`config.mk`:
```
export PLATFORM = sky130hd
export DESIGN_NAME = scratch_regs
export DESIGN_NICKNAME = d
export VERILOG_FILES = /design/src/verilog/bus_pkg.sv /design/src/verilog/mem_map_pkg.sv /design/src/verilog/scratch_regs.sv
export SDC_FILE = /design/constraint.sdc
export NUM_CORES = 1
export LEC_CHECK = 0
export ABC_CLOCK_PERIOD_IN_PS = 2800
export BUFFER_PORTS_ARGS = -buffer_cell sky130_fd_sc_hd__buf_4
export CAP_MARGIN = 15
export CORE_ASPECT_RATIO = 2
export CORE_UTILIZATION = 60
export DETAILED_ROUTE_END_ITERATION = 6
export GPL_TIMING_DRIVEN = 0
export HOLD_SLACK_MARGIN = 0.05
export PLACE_DENSITY = 0.83
export SLEW_MARGIN = 20
export SYNTH_ARGS = -nofsm -noshare
export SYNTH_HDL_FRONTEND = slang
export SYNTH_SLANG_ARGS = --single-unit
```
`constraint.sdc`:
```
create_clock -name clk_i -period 2.8 [get_ports clk_i]
set_clock_uncertainty 0.15 [all_clocks]
set_input_delay 0.56 -clock clk_i [delete_from_list [all_inputs] [get_ports clk_i]]
set_output_delay 0.56 -clock clk_i [all_outputs]
set_load 0.01 [all_outputs]
```
`src/verilog/bus_pkg.sv`:
```
/*
 * Bus widths and port types shared by the memory model and its users.
 * The RAM covers the low 64 KiB; the data address is 32 bits wide and
 * is decoded either as a RAM offset or as a peripheral region/offset.
 */
package bus_pkg;

  localparam int ram_addr_width    = 16;
  localparam int instr_rdata_width = 128;
  localparam int data_width        = 32;
  localparam int data_be_width     = data_width / 8;

  typedef struct packed {
    logic                      req;
    logic [ram_addr_width-1:0] addr;
  } instr_req_t;

  // ram view: everything above the offset must be zero for a hit
  typedef struct packed {
    logic [data_width-ram_addr_width-1:0] high;
    logic [ram_addr_width-1:0]            offset;
  } ram_view_t;

  // peripheral view: 64 KiB regions
  typedef struct packed {
    logic [15:0] region;
    logic [15:0] reg_off;
  } per_view_t;

  typedef union packed {
    ram_view_t ram;
    per_view_t per;
  } data_addr_u;

  typedef struct packed {
    logic                     req;
    logic                     we;
    logic [data_be_width-1:0] be;
    data_addr_u               addr;
    logic [data_width-1:0]    wdata;
  } data_req_t;

  typedef struct packed {
    logic                  gnt;
    logic                  rvalid;
    logic                  err;
    logic [data_width-1:0] rdata;
  } data_rsp_t;

endpackage

```
`src/verilog/mem_map_pkg.sv`:
```
/*
 * Address map of the pseudo peripherals behind the data port.
 * Control registers are write only; reads there are treated as unmapped.
 * The timer interrupt id doubles as the enable bit index in the mask.
 */
package mem_map_pkg;

  // control registers, full 32-bit match
  localparam logic [31:0] status_addr     = 32'h2000_0000;
  localparam logic [31:0] exit_addr       = 32'h2000_0004;
  localparam logic [31:0] timer_mask_addr = 32'h1500_0000;
  localparam logic [31:0] timer_cnt_addr  = 32'h1500_0004;

  // scratch bank occupies a whole 64 KiB region
  localparam logic [15:0] scratch_region = 16'h1600;

  localparam logic [31:0] pass_magic = 32'd123456789;
  localparam logic [31:0] fail_magic = 32'd1;

  localparam int timer_irq_id  = 7;
  localparam int scratch_count = 16;

  // one strobe per control register, only one can be high at a time
  typedef struct packed {
    logic        status_we;
    logic        exit_we;
    logic        mask_we;
    logic        cnt_we;
    logic [31:0] wdata;
  } ctrl_wr_t;

  typedef struct packed {
    logic        req;
    logic        we;
    logic [3:0]  idx;
    logic [31:0] wdata;
  } scratch_req_t;

endpackage

```
`src/verilog/scratch_regs.sv`:
```
/*
 * Sixteen general purpose 32-bit registers. Indexed by address bits 5:2,
 * so the bank repeats every 64 bytes across its region. Read data is
 * registered at the request edge and shows up on the next cycle.
 */
`timescale 1ns/1ps

module scratch_regs
  import bus_pkg::*;
  import mem_map_pkg::*;
(
  input  logic                  clk_i,
  input  logic                  rst_ni,

  input  scratch_req_t          scratch_req_i,
  output logic [data_width-1:0] rdata_o
);

  logic [data_width-1:0] regs [scratch_count];

  always_ff @(posedge clk_i or negedge rst_ni) begin
    if (!rst_ni) begin
      for (int i = 0; i < scratch_count; i++) begin
        regs[i] <= '0;
      end
      rdata_o <= '0;
    end else if (scratch_req_i.req) begin
      if (scratch_req_i.we) begin
        regs[scratch_req_i.idx] <= scratch_req_i.wdata;
      end else begin
        rdata_o <= regs[scratch_req_i.idx];
      end
    end
  end

endmodule

```
# Word-level counts from Yosys, hierarchy flattened
# Index checks and enable logic that the tools add are counted.
word_totals:
  elab_cells: 30
  output_inout_bits: 32
  input_bits: 40
  reg_bits: 544
op_classes:
  bitwise_logic: 2
  order_cmp: 2
  reduce_logical: 3
  muxes: 6
op_table:
  columns: ["operator", "n"]
  rows:
  - ["$bwmux W512", 1]
  - ["$bmux W32 S4", 1]
  - ["$demux W32 S4", 1]
  - ["$mux W32", 3]
  - ["$ge A5 B5 Y1 const B", 1]
  - ["$lt A5 B1 Y1 const B", 1]
  - ["$not A4 Y5", 1]
  - ["$reduce_and A2 Y1", 2]
  - ["$logic_and A1 B1 Y1", 1]
  - ["$not A1 Y1", 1]

# Logic depth before layout (Yosys ltp)
# Gate-level depths: netlist (run 1).
depth:
  ltp_word: 6
  depth_mapped: 7
  ltp_nobuf: 4

# Least setup slack after synthesis (run 1)
# Ideal clock, no wire load.
synth_timing:
  path_kind: "in2reg"
  from: "input port scratch_req_i[33] in the netlist's numbering"
  to: "register regs[193] in the netlist's numbering"
  required_ns: 2.525
  t_arrival_ns: 1.849
  n_path_buf: 3
  stages: 7
  path_slack_ns: 0.676
  setup_ns: 0.125
  path_cell_list: "buf_4 > nor2b_1 > buf_2 > nand3_1 > nor2_2 > buf_2 > mux2_2"
synth_via:
  elab_chain_cells: 6
  word_cells_on_any_way: 7
  cone_classes: "2 x order compare; 3 x mux; 1 x bitwise; 1 x reduce/logical"
synth_rtl:
  columns: ["item", "line_no", "text"]
  rows:
  - ["start: declaration", "scratch_regs.sv:15", "input scratch_req_t scratch_req_i,"]
  - ["$not A4 Y5 (implied by the code) *", "scratch_regs.sv:29", "regs[scratch_req_i.idx] <= scratch_req_i.wdata;"]
  - ["$ge A5 B5 Y1 (implied by the code) or $lt A5 B1 Y1 (tied branches)", "scratch_regs.sv:29", null]
  - ["$logic_and A1 B1 Y1 (implied by the code)", "scratch_regs.sv:29", null]
  - ["$mux W32 (implied by the code)", "scratch_regs.sv:29", null]
  - ["$demux W32 S4 *", "scratch_regs.sv:29", null]
  - ["$bwmux W512 *", "scratch_regs.sv:29", null]
  - ["end signal: indexed assignment", "scratch_regs.sv:29", null]
  - ["end: declaration", "scratch_regs.sv:19", "logic [data_width-1:0] regs [scratch_count];"]
# Every way passes the cells marked *; elsewhere a longest branch is shown, timed or not.
# A chain may end at the register's enable or synchronous reset.

==> results of run 1 <==
[per-layer routing]
layer	share of wire (%)	up-vias
met1	35	7794
li1	-	6422
met2	53	510
met5	0.038	-
met4	6.1	4
met3	5.6	224
[report_power, final]
part / switching [mW] / total (mW) / internal (mW) / leakage [nW]
combinational: 1.36 / 3.15 / 1.79 / 4.83
clock: 2.90 / 6.78 / 3.88 / 0.782
sequential: 0.835 / 10.2 / 9.37 / 6.92
total: 5.10 / 20.1 / 15.0 / 12.5
[worst max path at each step]
stage	startpoint	to	slack, ns	cells past startpoint
2_1_floorplan	scratch_req_i[33]	regs[193]	0.68	7
3_3_place_gp	rst_ni	regs[19]	-4.35	1
3_5_place_dp	scratch_req_i[35]	rdata_o[25]	-0.09	7
4_1_cts	rst_ni	regs[18]	0.35	5
5_1_grt	rst_ni	regs[18]	0.06	5
6_report	rst_ni	regs[146]	0.33	5
[state kept, by name (all words and copies together) (netlist names)]
name / cells
rdata_o: 32
regs: 512
[cells by family after synthesis]
logic type / Yosys count / synth area share (%)
buffers and inverters: 148 / 2.93
and+or+nand+nor: 97 / 1.78
muxes: 736 / 34.7
DFF: 544 / 56.2
AOI/OAI and AO/OA: 160 / 4.30
[stage by stage]
| stage | power (mW) | area (sq um) | util (%) | setup TNS, ns |
|---|---|---|---|---|
| after floorplan | 12.3 | 24200 | - | 0 |
| after global placement | 13.1 | 25400 | 64.2 | -2312.68 |
| after detailed placement | 13.4 | 25500 | 64.5 | -2.26 |
| after CTS | 20.2 | 27100 | 68.6 | 0 |
| after global routing | 20.9 | 27100 | 68.6 | 0 |
| final | 20.1 | 27100 | 68.6 | 0 |
[area by class of cell]
class | instances | area [sq um]
clock inverters | 19 | 258
diodes | 6 | 15.0
fillers | 2728 | 12400
multi-input cells | 993 | 9880
flip-flops and latches | 544 | 13600
plain buffers | 148 | 711
clock buffers | 63 | 1330
repair buffers | 76 | 681
well taps | 525 | 657
[cell usage after synthesis]
master and n:
sky130_fd_sc_hd__o22ai_1 64, sky130_fd_sc_hd__mux4_2 32, sky130_fd_sc_hd__clkbuf_2 1, sky130_fd_sc_hd__buf_4 5, sky130_fd_sc_hd__a221oi_1 32, sky130_fd_sc_hd__nor4_2 1
sky130_fd_sc_hd__or4_1 1, sky130_fd_sc_hd__dfrtp_1 544, sky130_fd_sc_hd__or3b_2 1, sky130_fd_sc_hd__nor2_1 71, sky130_fd_sc_hd__buf_6 6, sky130_fd_sc_hd__nand4_1 2
sky130_fd_sc_hd__mux2_1 10, sky130_fd_sc_hd__buf_2 71, sky130_fd_sc_hd__mux2_4 1, sky130_fd_sc_hd__nor3_2 1, sky130_fd_sc_hd__nor3_1 1, sky130_fd_sc_hd__nand3b_1 2
sky130_fd_sc_hd__clkbuf_1 62, sky130_fd_sc_hd__nor2b_1 3, sky130_fd_sc_hd__nand3_1 4, sky130_fd_sc_hd__mux2_2 501, sky130_fd_sc_hd__mux2i_1 192, sky130_fd_sc_hd__a31oi_1 32
sky130_fd_sc_hd__buf_1 3, sky130_fd_sc_hd__o21ai_0 32, sky130_fd_sc_hd__nor2_2 3, sky130_fd_sc_hd__and2_1 1, sky130_fd_sc_hd__nand2_1 3, sky130_fd_sc_hd__nand2b_1 3
[repair_timing]
action	CTS	global route
hold buffers	1	0
setup buffers	0	0
endpoints found under the hold margin	50	0
==> impl_results.html, run 1 <==
<table>
<tr><th>Metric</th><th>Value</th></tr>
<tr><th colspan="2">Status</th></tr>
<tr><td>Run status</td><td>completed</td></tr>
<tr><th colspan="2">Finish</th></tr>
<tr><td>Most frequent standard cell in the layout excluding fill and tap cells</td><td>sky130_fd_sc_hd__dfrtp_1</td></tr>
<tr><td>Fraction of layout cells with a size suffix above 1</td><td>about two fifths</td></tr>
<tr><td>Most frequent cells in the layout</td><td>544 x sky130_fd_sc_hd__dfrtp_1, 501 x sky130_fd_sc_hd__mux2_2, 192 x sky130_fd_sc_hd__mux2i_1</td></tr>
<tr><td>Area Growth Syn to Fin</td><td>12.1%</td></tr>
<tr><td>Layout Nets</td><td>1849</td></tr>
<tr><td>Layout Cells excl Fill</td><td>2374</td></tr>
<tr><th colspan="2">Clock network</th></tr>
<tr><td>Clock transition time at the flip-flop clock pins of the worst setup and hold paths</td><td>0.07 ns</td></tr>
<tr><td>Post-cts resize count</td><td>0</td></tr>
<tr><td>CTS root buf</td><td>sky130_fd_sc_hd__clkbuf_16</td></tr>
<tr><td>Number of buffers added by the clock tree synthesis step</td><td>between 40 and 50</td></tr>
<tr><td>Max clock buf depth</td><td>3</td></tr>
<tr><td>Clock insertion delay at the later pin of the skew report</td><td>0.57 ns</td></tr>
<tr><td>Clock tree from TritonCTS</td><td>built</td></tr>
<tr><td>CTS H-tree lvls</td><td>2</td></tr>
<tr><td>Clock net sink count</td><td>about 540</td></tr>
<tr><th colspan="2">Critical path</th></tr>
<tr><td>R2R setup slack</td><td>between 0.9 and 1 ns</td></tr>
<tr><td>Maximum fanout along the worst path</td><td>111</td></tr>
<tr><td>Gate family responsible for the most delay along the worst path</td><td>buffers and inverters</td></tr>
<tr><td>Slowest-stage cell, CP</td><td>sky130_fd_sc_hd__dlygate4sd3_1</td></tr>
<tr><td>Library cell appearing most often on the critical path</td><td>sky130_fd_sc_hd__buf_16</td></tr>
<tr><td>Capturing element type of the critical path</td><td>async pin</td></tr>
<tr><td>Delay of the slowest critical-path stage</td><td>around 0.56 ns</td></tr>
<tr><td>Startpoint Class</td><td>input port</td></tr>
<tr><td>Reg-to-reg critical path endpoint</td><td>rdata_o[21]</td></tr>
<tr><td>Worst Reg2Reg Path Length in Cells</td><td>3</td></tr>
<tr><td>Buffers &amp; Inverters on Critical Path</td><td>5</td></tr>
<tr><td>Worst R2R Start</td><td>regs[309]</td></tr>
<tr><td>Type of the setup path with the least slack</td><td>in -&gt; async</td></tr>
<tr><td>Data required, critical path</td><td>about 3.3 ns</td></tr>
<tr><td>Ordered list of cells on the worst path</td><td>dlygate4sd3_1 &gt; buf_8 &gt; buf_16 &gt; buf_16 &gt; buf_16</td></tr>
<tr><td>Crit path arrival time</td><td>around 3 ns</td></tr>
<tr><th colspan="2">Logic synthesis</th></tr>
<tr><td>Leading area contributor after synthesis</td><td>sky130_fd_sc_hd__dfrtp_1</td></tr>
<tr><td>Syn nets</td><td>between 1500 and 2000</td></tr>
<tr><td>Yosys top cell area share</td><td>56.2%</td></tr>
<tr><td>Synthesis-stage register bit count</td><td>about 540</td></tr>
<tr><td>Cell area after technology mapping</td><td>24200 sq um</td></tr>
<tr><td>Synth top area cells</td><td>sky130_fd_sc_hd__dfrtp_1 56%, sky130_fd_sc_hd__mux2_2 23%, sky130_fd_sc_hd__mux2i_1 7.9%</td></tr>
<tr><td>Yosys warning count</td><td>0</td></tr>
<tr><td>Share of synthesized area occupied by flip-flops and latches</td><td>approximately 56%</td></tr>
<tr><td>Number of instances in the synthesized netlist</td><td>between 1500 and 2000</td></tr>
<tr><td>Average size of a mapped cell</td><td>between 10 and 15 sq um</td></tr>
<tr><td>Synth cell types</td><td>30</td></tr>
<tr><th colspan="2">Global route</th></tr>
<tr><td>Met3 global-route usage</td><td>approximately 6%</td></tr>
<tr><td>Global-route total usage across every layer</td><td>31.5%</td></tr>
<tr><td>Met1 demand-to-capacity share in global routing</td><td>a little over a third</td></tr>
<tr><td>First-pass GRT wire length</td><td>between 90000 and 100000 microns</td></tr>
<tr><td>Antenna violations before repair</td><td>6</td></tr>
<tr><td>Sum of overflow across all layers after global routing</td><td>0</td></tr>
<tr><td>Number of global-route vias before repair</td><td>~17000</td></tr>
<tr><td>Maximum number of pins on one net before global-route repair</td><td>112</td></tr>
<tr><td>Busiest grt layer</td><td>met2</td></tr>
<tr><td>Routing usage on met2</td><td>53.8%</td></tr>
<tr><th colspan="2">Floorplan</th></tr>
<tr><td>Core footprint</td><td>around 40000 sq um</td></tr>
<tr><td>X dimension of the die</td><td>144 microns</td></tr>
<tr><td>Die extent in y</td><td>around 290 microns</td></tr>
<tr><td>Effective utilization at floorplan</td><td>about three fifths</td></tr>
<tr><td>Die area</td><td>about 41000 sq um</td></tr>
<tr><td>Number of rows created at floorplan</td><td>around 100</td></tr>
<tr><td>Io pins</td><td>72</td></tr>
<tr><th colspan="2">Placed design</th></tr>
<tr><td>Final estimated routing congestion in global placement</td><td>roughly 0.9</td></tr>
<tr><td>Placement Setup Slack</td><td>-0.0898 ns</td></tr>
<tr><td>Detail Placement HPWL</td><td>around 42000 microns</td></tr>
<tr><td>Cells after DPL</td><td>between 2000 and 2500</td></tr>
<tr><td>Count of input and output buffers</td><td>70</td></tr>
<tr><th colspan="2">Route</th></tr>
<tr><td>DRC violations left</td><td>0</td></tr>
<tr><td>Post-DR vias/cell</td><td>approximately 6.3</td></tr>
<tr><td>Vias after detailed routing</td><td>15000</td></tr>
<tr><td>Detailed Route Iter0 Violations</td><td>around 940</td></tr>
<tr><td>Number of detailed-route iterations in the first pass</td><td>5</td></tr>
<tr><td>Post-detailed-routing wire length</td><td>slightly above 60000 microns</td></tr>
<tr><td>Post-DR wirelength/cell</td><td>around 26 microns</td></tr>
<tr><td>Remaining antenna violation count</td><td>0</td></tr>
<tr><th colspan="2">STA</th></tr>
<tr><td>Worst hold margin</td><td>0.127 ns</td></tr>
<tr><td>Period utilisation layout</td><td>between 80% and 90%</td></tr>
<tr><td>Number of hold violations in the final report</td><td>0</td></tr>
<tr><td>Setup repair after global routing missed its margin</td><td>false</td></tr>
<tr><td>Post-layout min period</td><td>around 2.5 ns</td></tr>
<tr><td>Worst Tran Pin Value</td><td>1.12 ns</td></tr>
<tr><td>Final setup violation count</td><td>0</td></tr>
<tr><td>Post-route worst setup slack</td><td>0.333 ns</td></tr>
<tr><td>Max-slew headroom</td><td>between 20% and 30%</td></tr>
<tr><td>Max Transition Viols Final</td><td>0</td></tr>
<tr><td>Timing-limited maximum frequency</td><td>a little over 400 MHz</td></tr>
<tr><th colspan="2">Worst hold path</th></tr>
<tr><td>Hold path endpoint</td><td>regs[84]</td></tr>
<tr><td>Startpoint of the tightest hold check path</td><td>scratch_req_i[20]</td></tr>
<tr><td>Worst hold path cell count</td><td>2</td></tr>
<tr><td>Hold/Removal Path Class</td><td>in -&gt; reg</td></tr>
<tr><th colspan="2">Pwr</th></tr>
<tr><td>Cell leakage power</td><td>12.5 nW</td></tr>
<tr><td>Worst voltage drop across the vdd grid</td><td>around 0.45 mV</td></tr>
<tr><td>Cell area power density</td><td>between 700 and 800 nW/um^2</td></tr>
<tr><th colspan="2">Job</th></tr>
<tr><td>Total of max-cap violations</td><td>0</td></tr>
</table>
Power figures use the tool's default switching activity.
==> run 2, diff against run 1 <==
--- a/config.mk
+++ b/config.mk
@@ -8,7 +8,7 @@
 export ABC_CLOCK_PERIOD_IN_PS = 2800
 export BUFFER_PORTS_ARGS = -buffer_cell sky130_fd_sc_hd__buf_4
 export CAP_MARGIN = 15
-export CORE_ASPECT_RATIO = 2
+export CORE_ASPECT_RATIO = 0.7
 export CORE_UTILIZATION = 60
 export DETAILED_ROUTE_END_ITERATION = 6
 export GPL_TIMING_DRIVEN = 0
==> impl_results.html, run 2 (synthesis gave the netlist of run 1 again) <==
<table>
<tr><th>Metric</th><th>Value</th></tr>
<tr><th colspan="2">Status</th></tr>
<tr><td>Run status</td><td>completed</td></tr>
<tr><th colspan="2">Finish</th></tr>
<tr><td>Design Area, Final</td><td>27300 sq um</td></tr>
<tr><td>Most frequent cells in the layout</td><td>544 x sky130_fd_sc_hd__dfrtp_1, 501 x sky130_fd_sc_hd__mux2_2, 192 x sky130_fd_sc_hd__mux2i_1</td></tr>
<tr><td>Largest registers</td><td>regs (512), rdata_o (32)</td></tr>
<tr><td>Sequential cell area</td><td>13600 sq um</td></tr>
<tr><td>Fraction of layout cells with a size suffix above 1</td><td>a little over two fifths</td></tr>
<tr><td>Utilization after layout</td><td>~69%</td></tr>
<tr><td>Multi-input gate area in the final layout</td><td>between 9000 and 10000 sq um</td></tr>
<tr><td>Largest register by flop count</td><td>regs</td></tr>
<tr><td>Total of fill cells in the finished design</td><td>2685</td></tr>
<tr><td>Layout Cells excl Fill</td><td>~2400</td></tr>
<tr><td>Layout Nets</td><td>between 1500 and 2000</td></tr>
<tr><td>Area Growth Syn to Fin</td><td>12.8%</td></tr>
<tr><td>Max reg flops</td><td>512</td></tr>
<tr><td>Most frequent standard cell in the layout excluding fill and tap cells</td><td>sky130_fd_sc_hd__dfrtp_1</td></tr>
<tr><th colspan="2">STA</th></tr>
<tr><td>Max-slew headroom</td><td>between 30% and 40%</td></tr>
<tr><td>Final setup violation count</td><td>0</td></tr>
<tr><td>Worst hold margin</td><td>roughly 0.11 ns</td></tr>
<tr><td>Timing-limited maximum frequency</td><td>~400 MHz</td></tr>
<tr><td>Worst Tran Pin Value</td><td>0.913 ns</td></tr>
<tr><td>Setup repair after global routing missed its margin</td><td>false</td></tr>
<tr><td>Period utilisation layout</td><td>around nine tenths</td></tr>
<tr><td>Number of hold violations in the final report</td><td>0</td></tr>
<tr><td>Sum of negative setup slack</td><td>0 ns</td></tr>
<tr><td>Post-route worst setup slack</td><td>around 0.3 ns</td></tr>
<tr><td>Max Transition Viols Final</td><td>0</td></tr>
<tr><td>Post-layout min period</td><td>between 2 and 2.5 ns</td></tr>
<tr><th colspan="2">Pwr</th></tr>
<tr><td>Worst voltage drop across the vdd grid</td><td>around 0.54 mV</td></tr>
<tr><td>Total power</td><td>~20 mW</td></tr>
<tr><td>Sw power</td><td>5.22 mW</td></tr>
<tr><td>Cell leakage power</td><td>around 13 nW</td></tr>
<tr><td>Switching share of power</td><td>~26%</td></tr>
<tr><td>Relative contribution of the clock network to total power</td><td>34.5%</td></tr>
<tr><td>Reg power frac</td><td>between 40% and 50%</td></tr>
<tr><td>Cell area power density</td><td>roughly 750 nW/um^2</td></tr>
<tr><td>Internal cell power</td><td>15.2 mW</td></tr>
<tr><td>Part of the total power dissipated in combinational logic</td><td>~16%</td></tr>
<tr><th colspan="2">Critical path</th></tr>
<tr><td>Slowest-stage cell, CP</td><td>sky130_fd_sc_hd__nor2_1</td></tr>
<tr><td>Gate family responsible for the most delay along the worst path</td><td>simple AND/OR/NAND/NOR gates</td></tr>
<tr><td>Type of the setup path with the least slack</td><td>in -&gt; reg</td></tr>
<tr><td>Delay of the slowest critical-path stage</td><td>approximately 0.65 ns</td></tr>
<tr><td>Capturing element type of the critical path</td><td>flip-flop</td></tr>
<tr><td>Crit path arrival time</td><td>2.79 ns</td></tr>
<tr><td>Buffers &amp; Inverters on Critical Path</td><td>3</td></tr>
<tr><td>Path length in cells of the critical path</td><td>7</td></tr>
<tr><td>Data required, critical path</td><td>a little over 3 ns</td></tr>
<tr><td>Library cell appearing most often on the critical path</td><td>sky130_fd_sc_hd__buf_4</td></tr>
<tr><td>Ordered list of cells on the worst path</td><td>buf_4 &gt; buf_4 &gt; nor2b_1 &gt; nand3_1 &gt; nor2_1 &gt; buf_2 &gt; mux2_2</td></tr>
<tr><td>Maximum fanout along the worst path</td><td>10</td></tr>
<tr><td>Worst Reg2Reg Path Length in Cells</td><td>3</td></tr>
<tr><td>Startpoint Class</td><td>input port</td></tr>
<tr><th colspan="2">Placed design</th></tr>
<tr><td>Placement Setup Slack</td><td>-0.166 ns</td></tr>
<tr><td>Detail Placement HPWL</td><td>about 40000 microns</td></tr>
<tr><td>Cells after DPL</td><td>2296</td></tr>
<tr><td>Count of input and output buffers</td><td>70</td></tr>
<tr><td>Final estimated routing congestion in global placement</td><td>0.814</td></tr>
<tr><td>Instance area at placement</td><td>25600 sq um</td></tr>
<tr><th colspan="2">Route</th></tr>
<tr><td>Met1 wire length</td><td>26500 microns</td></tr>
<tr><td>Highest routing layer actually used</td><td>met5</td></tr>
<tr><td>Post-DR wirelength/cell</td><td>approximately 25 microns</td></tr>
<tr><td>Post-DR vias/cell</td><td>roughly 6.3</td></tr>
<tr><td>Vias after detailed routing</td><td>between 15000 and 20000</td></tr>
<tr><td>DRC violations left</td><td>0</td></tr>
<tr><td>DR WL met2</td><td>28300 microns</td></tr>
<tr><td>Remaining antenna violation count</td><td>0</td></tr>
<tr><td>Detailed Route Iter0 Violations</td><td>roughly 1500</td></tr>
<tr><td>Number of detailed-route iterations in the first pass</td><td>4</td></tr>
<tr><td>Post-detailed-routing wire length</td><td>60700 microns</td></tr>
<tr><td>Routed length on met3</td><td>~4400 microns</td></tr>
<tr><th colspan="2">Clock network</th></tr>
<tr><td>Clock net sink count</td><td>544</td></tr>
<tr><td>Post-cts resize count</td><td>0</td></tr>
<tr><td>Max clock buf depth</td><td>3</td></tr>
<tr><td>CTS root buf</td><td>sky130_fd_sc_hd__clkbuf_16</td></tr>
<tr><td>Clock insertion delay at the later pin of the skew report</td><td>between 0.5 and 0.6 ns</td></tr>
<tr><td>Clock tree from TritonCTS</td><td>built</td></tr>
<tr><td>CTS H-tree lvls</td><td>2</td></tr>
<tr><td>Number of buffers added by the clock tree synthesis step</td><td>50</td></tr>
<tr><td>Clock transition time at the flip-flop clock pins of the worst setup and hold paths</td><td>0.07 ns</td></tr>
<tr><th colspan="2">Floorplan</th></tr>
<tr><td>Die extent in y</td><td>170 microns</td></tr>
<tr><td>Effective utilization at floorplan</td><td>60.9%</td></tr>
<tr><td>X dimension of the die</td><td>~240 microns</td></tr>
<tr><td>Die area</td><td>41200 sq um</td></tr>
<tr><td>Number of rows created at floorplan</td><td>61</td></tr>
<tr><td>Core footprint</td><td>~40000 sq um</td></tr>
<tr><td>Io pins</td><td>72</td></tr>
<tr><th colspan="2">Global route</th></tr>
<tr><td>Global-route total usage across every layer</td><td>a little under a third</td></tr>
<tr><td>Maximum number of pins on one net before global-route repair</td><td>slightly below 100</td></tr>
<tr><td>Antenna violations before repair</td><td>4</td></tr>
<tr><td>First-pass GRT wire length</td><td>about 95000 microns</td></tr>
<tr><td>Number of global-route vias before repair</td><td>about 16000</td></tr>
<tr><td>Sum of overflow across all layers after global routing</td><td>0</td></tr>
<tr><th colspan="2">Job</th></tr>
<tr><td>Total of max-cap violations</td><td>0</td></tr>
<tr><th colspan="2">Worst hold path</th></tr>
<tr><td>Worst hold path cell count</td><td>2</td></tr>
<tr><td>Hold/Removal Path Class</td><td>in -&gt; reg</td></tr>
</table>
[run 2: changes by cell type in the layout (fill, tap and decap cells not counted), sizes merged]
cell	change
clkinvlp	-1
clkbuf	+11
bufinv	-3
clkinv	+3
inv	-2
diode	-3
buf	+1
[run 2: cell type report]
cell class,instances,area share [%]
clock buffers,73,5.61
plain buffers,148,2.60
clock inverters,16,0.577
multi-input cells,993,36.2
diodes,3,0.0275
flip-flops and latches,544,49.9
well taps,535,2.45
repair buffers,78,2.69
[run 2: repair_timing]
item / in CTS / in global routing
buffers inserted: 0 / 0
endpoints found under the hold margin: 46 / 0
hold buffers: 1 / 0
endpoints found under the setup margin: 0 / 28
[run 2: worst paths after layout]
check                                  start           to  slack, ns
max reg2reg                        regs[362]  rdata_o[10]       0.91
max in group asynchronous             rst_ni    regs[145]       0.44
min in group asynchronous             rst_ni    regs[409]       0.28
min reg2reg                        regs[326]    regs[326]       0.34
min                        scratch_req_i[28]    regs[124]       0.11
max                        scratch_req_i[33]    regs[303]       0.31
[run 2: power by group through the flow]
stage                     Clock (mW)  Sequential [mW]  Combinational [mW]
final                           7.05             10.2                3.20
after global routing            7.39             10.4                3.47
after CTS                       7.09             10.2                3.20
after detailed placement           0             10.3                3.17
after global placement             0             10.2                2.97
after floorplan                    0             10.1                2.24
[run 2: metal layers]
layer | global-route usage (%) | vias to the layer above
met5 | 0 | -
met4 | 8.97 | 2
met3 | 6.17 | 128
met2 | 47.4 | 506
met1 | 42.5 | 8029
li1 | - | 6456
==> run 3, diff against run 2 <==
--- a/config.mk
+++ b/config.mk
@@ -5,7 +5,7 @@
 export SDC_FILE = /design/constraint.sdc
 export NUM_CORES = 1
 export LEC_CHECK = 0
-export ABC_CLOCK_PERIOD_IN_PS = 2800
+export ABC_CLOCK_PERIOD_IN_PS = 2600
 export BUFFER_PORTS_ARGS = -buffer_cell sky130_fd_sc_hd__buf_4
 export CAP_MARGIN = 15
 export CORE_ASPECT_RATIO = 0.7
==> constraint.sdc (replaced) <==
create_clock -name clk_i -period 2.6 [get_ports clk_i]
set_clock_uncertainty 0.15 [all_clocks]
set_input_delay 0.52 -clock clk_i [delete_from_list [all_inputs] [get_ports clk_i]]
set_output_delay 0.52 -clock clk_i [all_outputs]
set_load 0.01 [all_outputs]
==> impl_results.html, run 3 (synthesis gave the netlist of run 1 again) <==
<table>
<tr><th>Metric</th><th>Value</th></tr>
<tr><th colspan="2">Clock network</th></tr>
<tr><td>CTS root buf</td><td>sky130_fd_sc_hd__clkbuf_16</td></tr>
<tr><td>Clock net sink count</td><td>roughly 540</td></tr>
<tr><td>Clock insertion delay at the later pin of the skew report</td><td>0.58 ns</td></tr>
<tr><td>Post-cts resize count</td><td>0</td></tr>
<tr><td>Number of buffers added by the clock tree synthesis step</td><td>50</td></tr>
<tr><td>Max clock buf depth</td><td>3</td></tr>
<tr><td>Clock tree from TritonCTS</td><td>built</td></tr>
<tr><td>CTS H-tree lvls</td><td>2</td></tr>
<tr><td>Clock transition time at the flip-flop clock pins of the worst setup and hold paths</td><td>around 0.07 ns</td></tr>
<tr><th colspan="2">Floorplan</th></tr>
<tr><td>X dimension of the die</td><td>approximately 240 microns</td></tr>
<tr><td>Die area</td><td>between 40000 and 50000 sq um</td></tr>
<tr><td>Io pins</td><td>72</td></tr>
<tr><td>Number of rows created at floorplan</td><td>61</td></tr>
<tr><td>Die extent in y</td><td>170 microns</td></tr>
<tr><td>Core footprint</td><td>around 40000 sq um</td></tr>
<tr><td>Effective utilization at floorplan</td><td>about three fifths</td></tr>
<tr><th colspan="2">Critical path</th></tr>
<tr><td>Delay of the slowest critical-path stage</td><td>about 0.63 ns</td></tr>
<tr><td>Worst R2R Start</td><td>regs[362]</td></tr>
<tr><td>Type of the setup path with the least slack</td><td>in -&gt; reg</td></tr>
<tr><td>Reg-to-reg critical path endpoint</td><td>rdata_o[10]</td></tr>
<tr><td>Crit path arrival time</td><td>about 2.7 ns</td></tr>
<tr><td>Capturing element type of the critical path</td><td>flip-flop</td></tr>
<tr><td>Worst Reg2Reg Path Length in Cells</td><td>3</td></tr>
<tr><td>Maximum fanout along the worst path</td><td>10</td></tr>
<tr><td>Buffers &amp; Inverters on Critical Path</td><td>3</td></tr>
<tr><td>Slowest-stage cell, CP</td><td>sky130_fd_sc_hd__nor2_1</td></tr>
<tr><td>Startpoint Class</td><td>input port</td></tr>
<tr><td>Library cell appearing most often on the critical path</td><td>sky130_fd_sc_hd__buf_4</td></tr>
<tr><td>Ordered list of cells on the worst path</td><td>buf_4 &gt; buf_4 &gt; nor2b_1 &gt; nand3_1 &gt; nor2_1 &gt; buf_2 &gt; mux2_2</td></tr>
<tr><td>Gate family responsible for the most delay along the worst path</td><td>simple AND/OR/NAND/NOR gates</td></tr>
<tr><td>R2R setup slack</td><td>between 0.7 and 0.8 ns</td></tr>
<tr><td>Data required, critical path</td><td>2.90 ns</td></tr>
<tr><th colspan="2">Pwr</th></tr>
<tr><td>Sw power</td><td>around 5.6 mW</td></tr>
<tr><td>Part of the total power dissipated in combinational logic</td><td>between 10% and 20%</td></tr>
<tr><td>Total power</td><td>approximately 22 mW</td></tr>
<tr><td>Cell leakage power</td><td>roughly 13 nW</td></tr>
<tr><td>Switching share of power</td><td>between 20 and 30%</td></tr>
<tr><td>Cell area power density</td><td>between 800 and 900 nW/um^2</td></tr>
<tr><td>Reg power frac</td><td>roughly half</td></tr>
<tr><td>Worst voltage drop across the vdd grid</td><td>roughly 0.58 mV</td></tr>
<tr><td>Internal cell power</td><td>roughly 16 mW</td></tr>
<tr><td>Relative contribution of the clock network to total power</td><td>34.5%</td></tr>
<tr><th colspan="2">STA</th></tr>
<tr><td>Number of hold violations in the final report</td><td>0</td></tr>
<tr><td>Post-layout min period</td><td>between 2 and 2.5 ns</td></tr>
<tr><td>Timing-limited maximum frequency</td><td>approximately 400 MHz</td></tr>
<tr><td>Period utilisation layout</td><td>about 94%</td></tr>
<tr><td>Sum of negative setup slack</td><td>0 ns</td></tr>
<tr><td>Final setup violation count</td><td>0</td></tr>
<tr><td>Worst Tran Pin Value</td><td>0.921 ns</td></tr>
<tr><td>Worst hold margin</td><td>0.0683 ns</td></tr>
<tr><td>Setup repair after global routing missed its margin</td><td>false</td></tr>
<tr><td>Max-slew headroom</td><td>between 30% and 40%</td></tr>
<tr><td>Post-route worst setup slack</td><td>0.158 ns</td></tr>
<tr><td>Max Transition Viols Final</td><td>0</td></tr>
<tr><th colspan="2">Finish</th></tr>
<tr><td>Area Growth Syn to Fin</td><td>12.8%</td></tr>
<tr><td>Most frequent cells in the layout</td><td>544 x sky130_fd_sc_hd__dfrtp_1, 501 x sky130_fd_sc_hd__mux2_2, 192 x sky130_fd_sc_hd__mux2i_1</td></tr>
<tr><td>Layout Nets</td><td>about 1900</td></tr>
<tr><td>Fraction of layout cells with a size suffix above 1</td><td>roughly 42%</td></tr>
<tr><td>Layout Cells excl Fill</td><td>2391</td></tr>
<tr><td>Most frequent standard cell in the layout excluding fill and tap cells</td><td>sky130_fd_sc_hd__dfrtp_1</td></tr>
<tr><td>Total of fill cells in the finished design</td><td>2684</td></tr>
<tr><td>Design Area, Final</td><td>roughly 27000 sq um</td></tr>
<tr><td>Largest register by flop count</td><td>regs</td></tr>
<tr><td>Max reg flops</td><td>512</td></tr>
<tr><td>Largest registers</td><td>regs (512), rdata_o (32)</td></tr>
<tr><td>Utilization after layout</td><td>between 60% and 70%</td></tr>
<tr><th colspan="2">Status</th></tr>
<tr><td>Run status</td><td>completed</td></tr>
<tr><th colspan="2">Worst hold path</th></tr>
<tr><td>Hold/Removal Path Class</td><td>in -&gt; reg</td></tr>
<tr><td>Hold path endpoint</td><td>regs[124]</td></tr>
<tr><td>Startpoint of the tightest hold check path</td><td>scratch_req_i[28]</td></tr>
<tr><td>Worst hold path cell count</td><td>2</td></tr>
<tr><th colspan="2">Route</th></tr>
<tr><td>Remaining antenna violation count</td><td>0</td></tr>
<tr><td>Detailed Route Iter0 Violations</td><td>1392</td></tr>
<tr><td>Vias after detailed routing</td><td>around 15000</td></tr>
<tr><td>DRC violations left</td><td>0</td></tr>
<tr><td>Post-detailed-routing wire length</td><td>about 60000 microns</td></tr>
<tr><td>Number of detailed-route iterations in the first pass</td><td>5</td></tr>
<tr><td>Post-DR wirelength/cell</td><td>25.3 microns</td></tr>
<tr><td>Post-DR vias/cell</td><td>~6.4</td></tr>
<tr><th colspan="2">Placed design</th></tr>
<tr><td>Cells after DPL</td><td>approximately 2300</td></tr>
<tr><td>Detail Placement HPWL</td><td>40300 microns</td></tr>
<tr><td>Placement Setup Slack</td><td>-0.326 ns</td></tr>
<tr><td>Count of input and output buffers</td><td>70</td></tr>
<tr><td>Instance area at placement</td><td>between 20000 and 30000 sq um</td></tr>
<tr><td>Final estimated routing congestion in global placement</td><td>0.814</td></tr>
<tr><th colspan="2">Global route</th></tr>
<tr><td>Sum of overflow across all layers after global routing</td><td>0</td></tr>
<tr><td>Global-route total usage across every layer</td><td>30.1%</td></tr>
<tr><td>Antenna violations before repair</td><td>4</td></tr>
<tr><td>Number of global-route vias before repair</td><td>approximately 16000</td></tr>
<tr><td>First-pass GRT wire length</td><td>roughly 95000 microns</td></tr>
<tr><td>Maximum number of pins on one net before global-route repair</td><td>99</td></tr>
<tr><th colspan="2">Job</th></tr>
<tr><td>Total of max-cap violations</td><td>0</td></tr>
</table>
run 3: layout make-up:
type                            instances  area (sq um)  area share (%)
Tap cell                              535           669            2.45
Antenna cell                            3          7.51          0.0275
Multi-Input combinational cell        993          9880            36.2
Sequential cell                       544         13600            49.8
Timing Repair Buffer                   79           743            2.72
Clock buffer                           73          1530            5.61
Buffer                                148           709            2.60
Clock inverter                         16           158           0.577
run 3: what timing repair did:
| action | CTS | global route |
|---|---|---|
| endpoints found under the hold margin | 192 | 0 |
| endpoints found under the setup margin | 0 | 67 |
| buffers inserted | 0 | 0 |
| hold buffers | 2 | 0 |
run 3: how the worst max path moves through the flow:
stage                 startpoint           to  slack, ns  cells past startpoint
6_report       scratch_req_i[33]    regs[303]       0.16                      7
5_1_grt                   rst_ni    regs[431]       0.01                      6
4_1_cts                   rst_ni    regs[434]       0.03                      6
3_5_place_dp   scratch_req_i[34]  rdata_o[10]      -0.33                      6
3_3_place_gp              rst_ni    regs[307]      -4.62                      1
2_1_floorplan  scratch_req_i[33]    regs[193]       0.52                      7
run 3: worst register-to-register path: stages, from the launching register on:
cell	delay, ns
sky130_fd_sc_hd__dfrtp_1	0.39
sky130_fd_sc_hd__mux4_2	0.47
sky130_fd_sc_hd__o21ai_0	0.50
sky130_fd_sc_hd__a31oi_1	0.19
run 3: power by group through the flow:
stage	Combinational, mW	Clock (mW)	Sequential, mW
after floorplan	2.41	0	10.8
after global placement	3.20	0	10.9
after detailed placement	3.41	0	11.1
after CTS	3.44	7.64	10.9
after global routing	3.74	7.96	11.2
final	3.44	7.59	11.0
run 3: per-layer routing:
layer,global-route usage [%],vias to the layer above,routed length (microns)
met5,0,-,14
met4,8.97,2,1510
met3,6.17,129,4300
met2,47.4,528,28200
met1,42.5,8086,26500
li1,-,6455,-
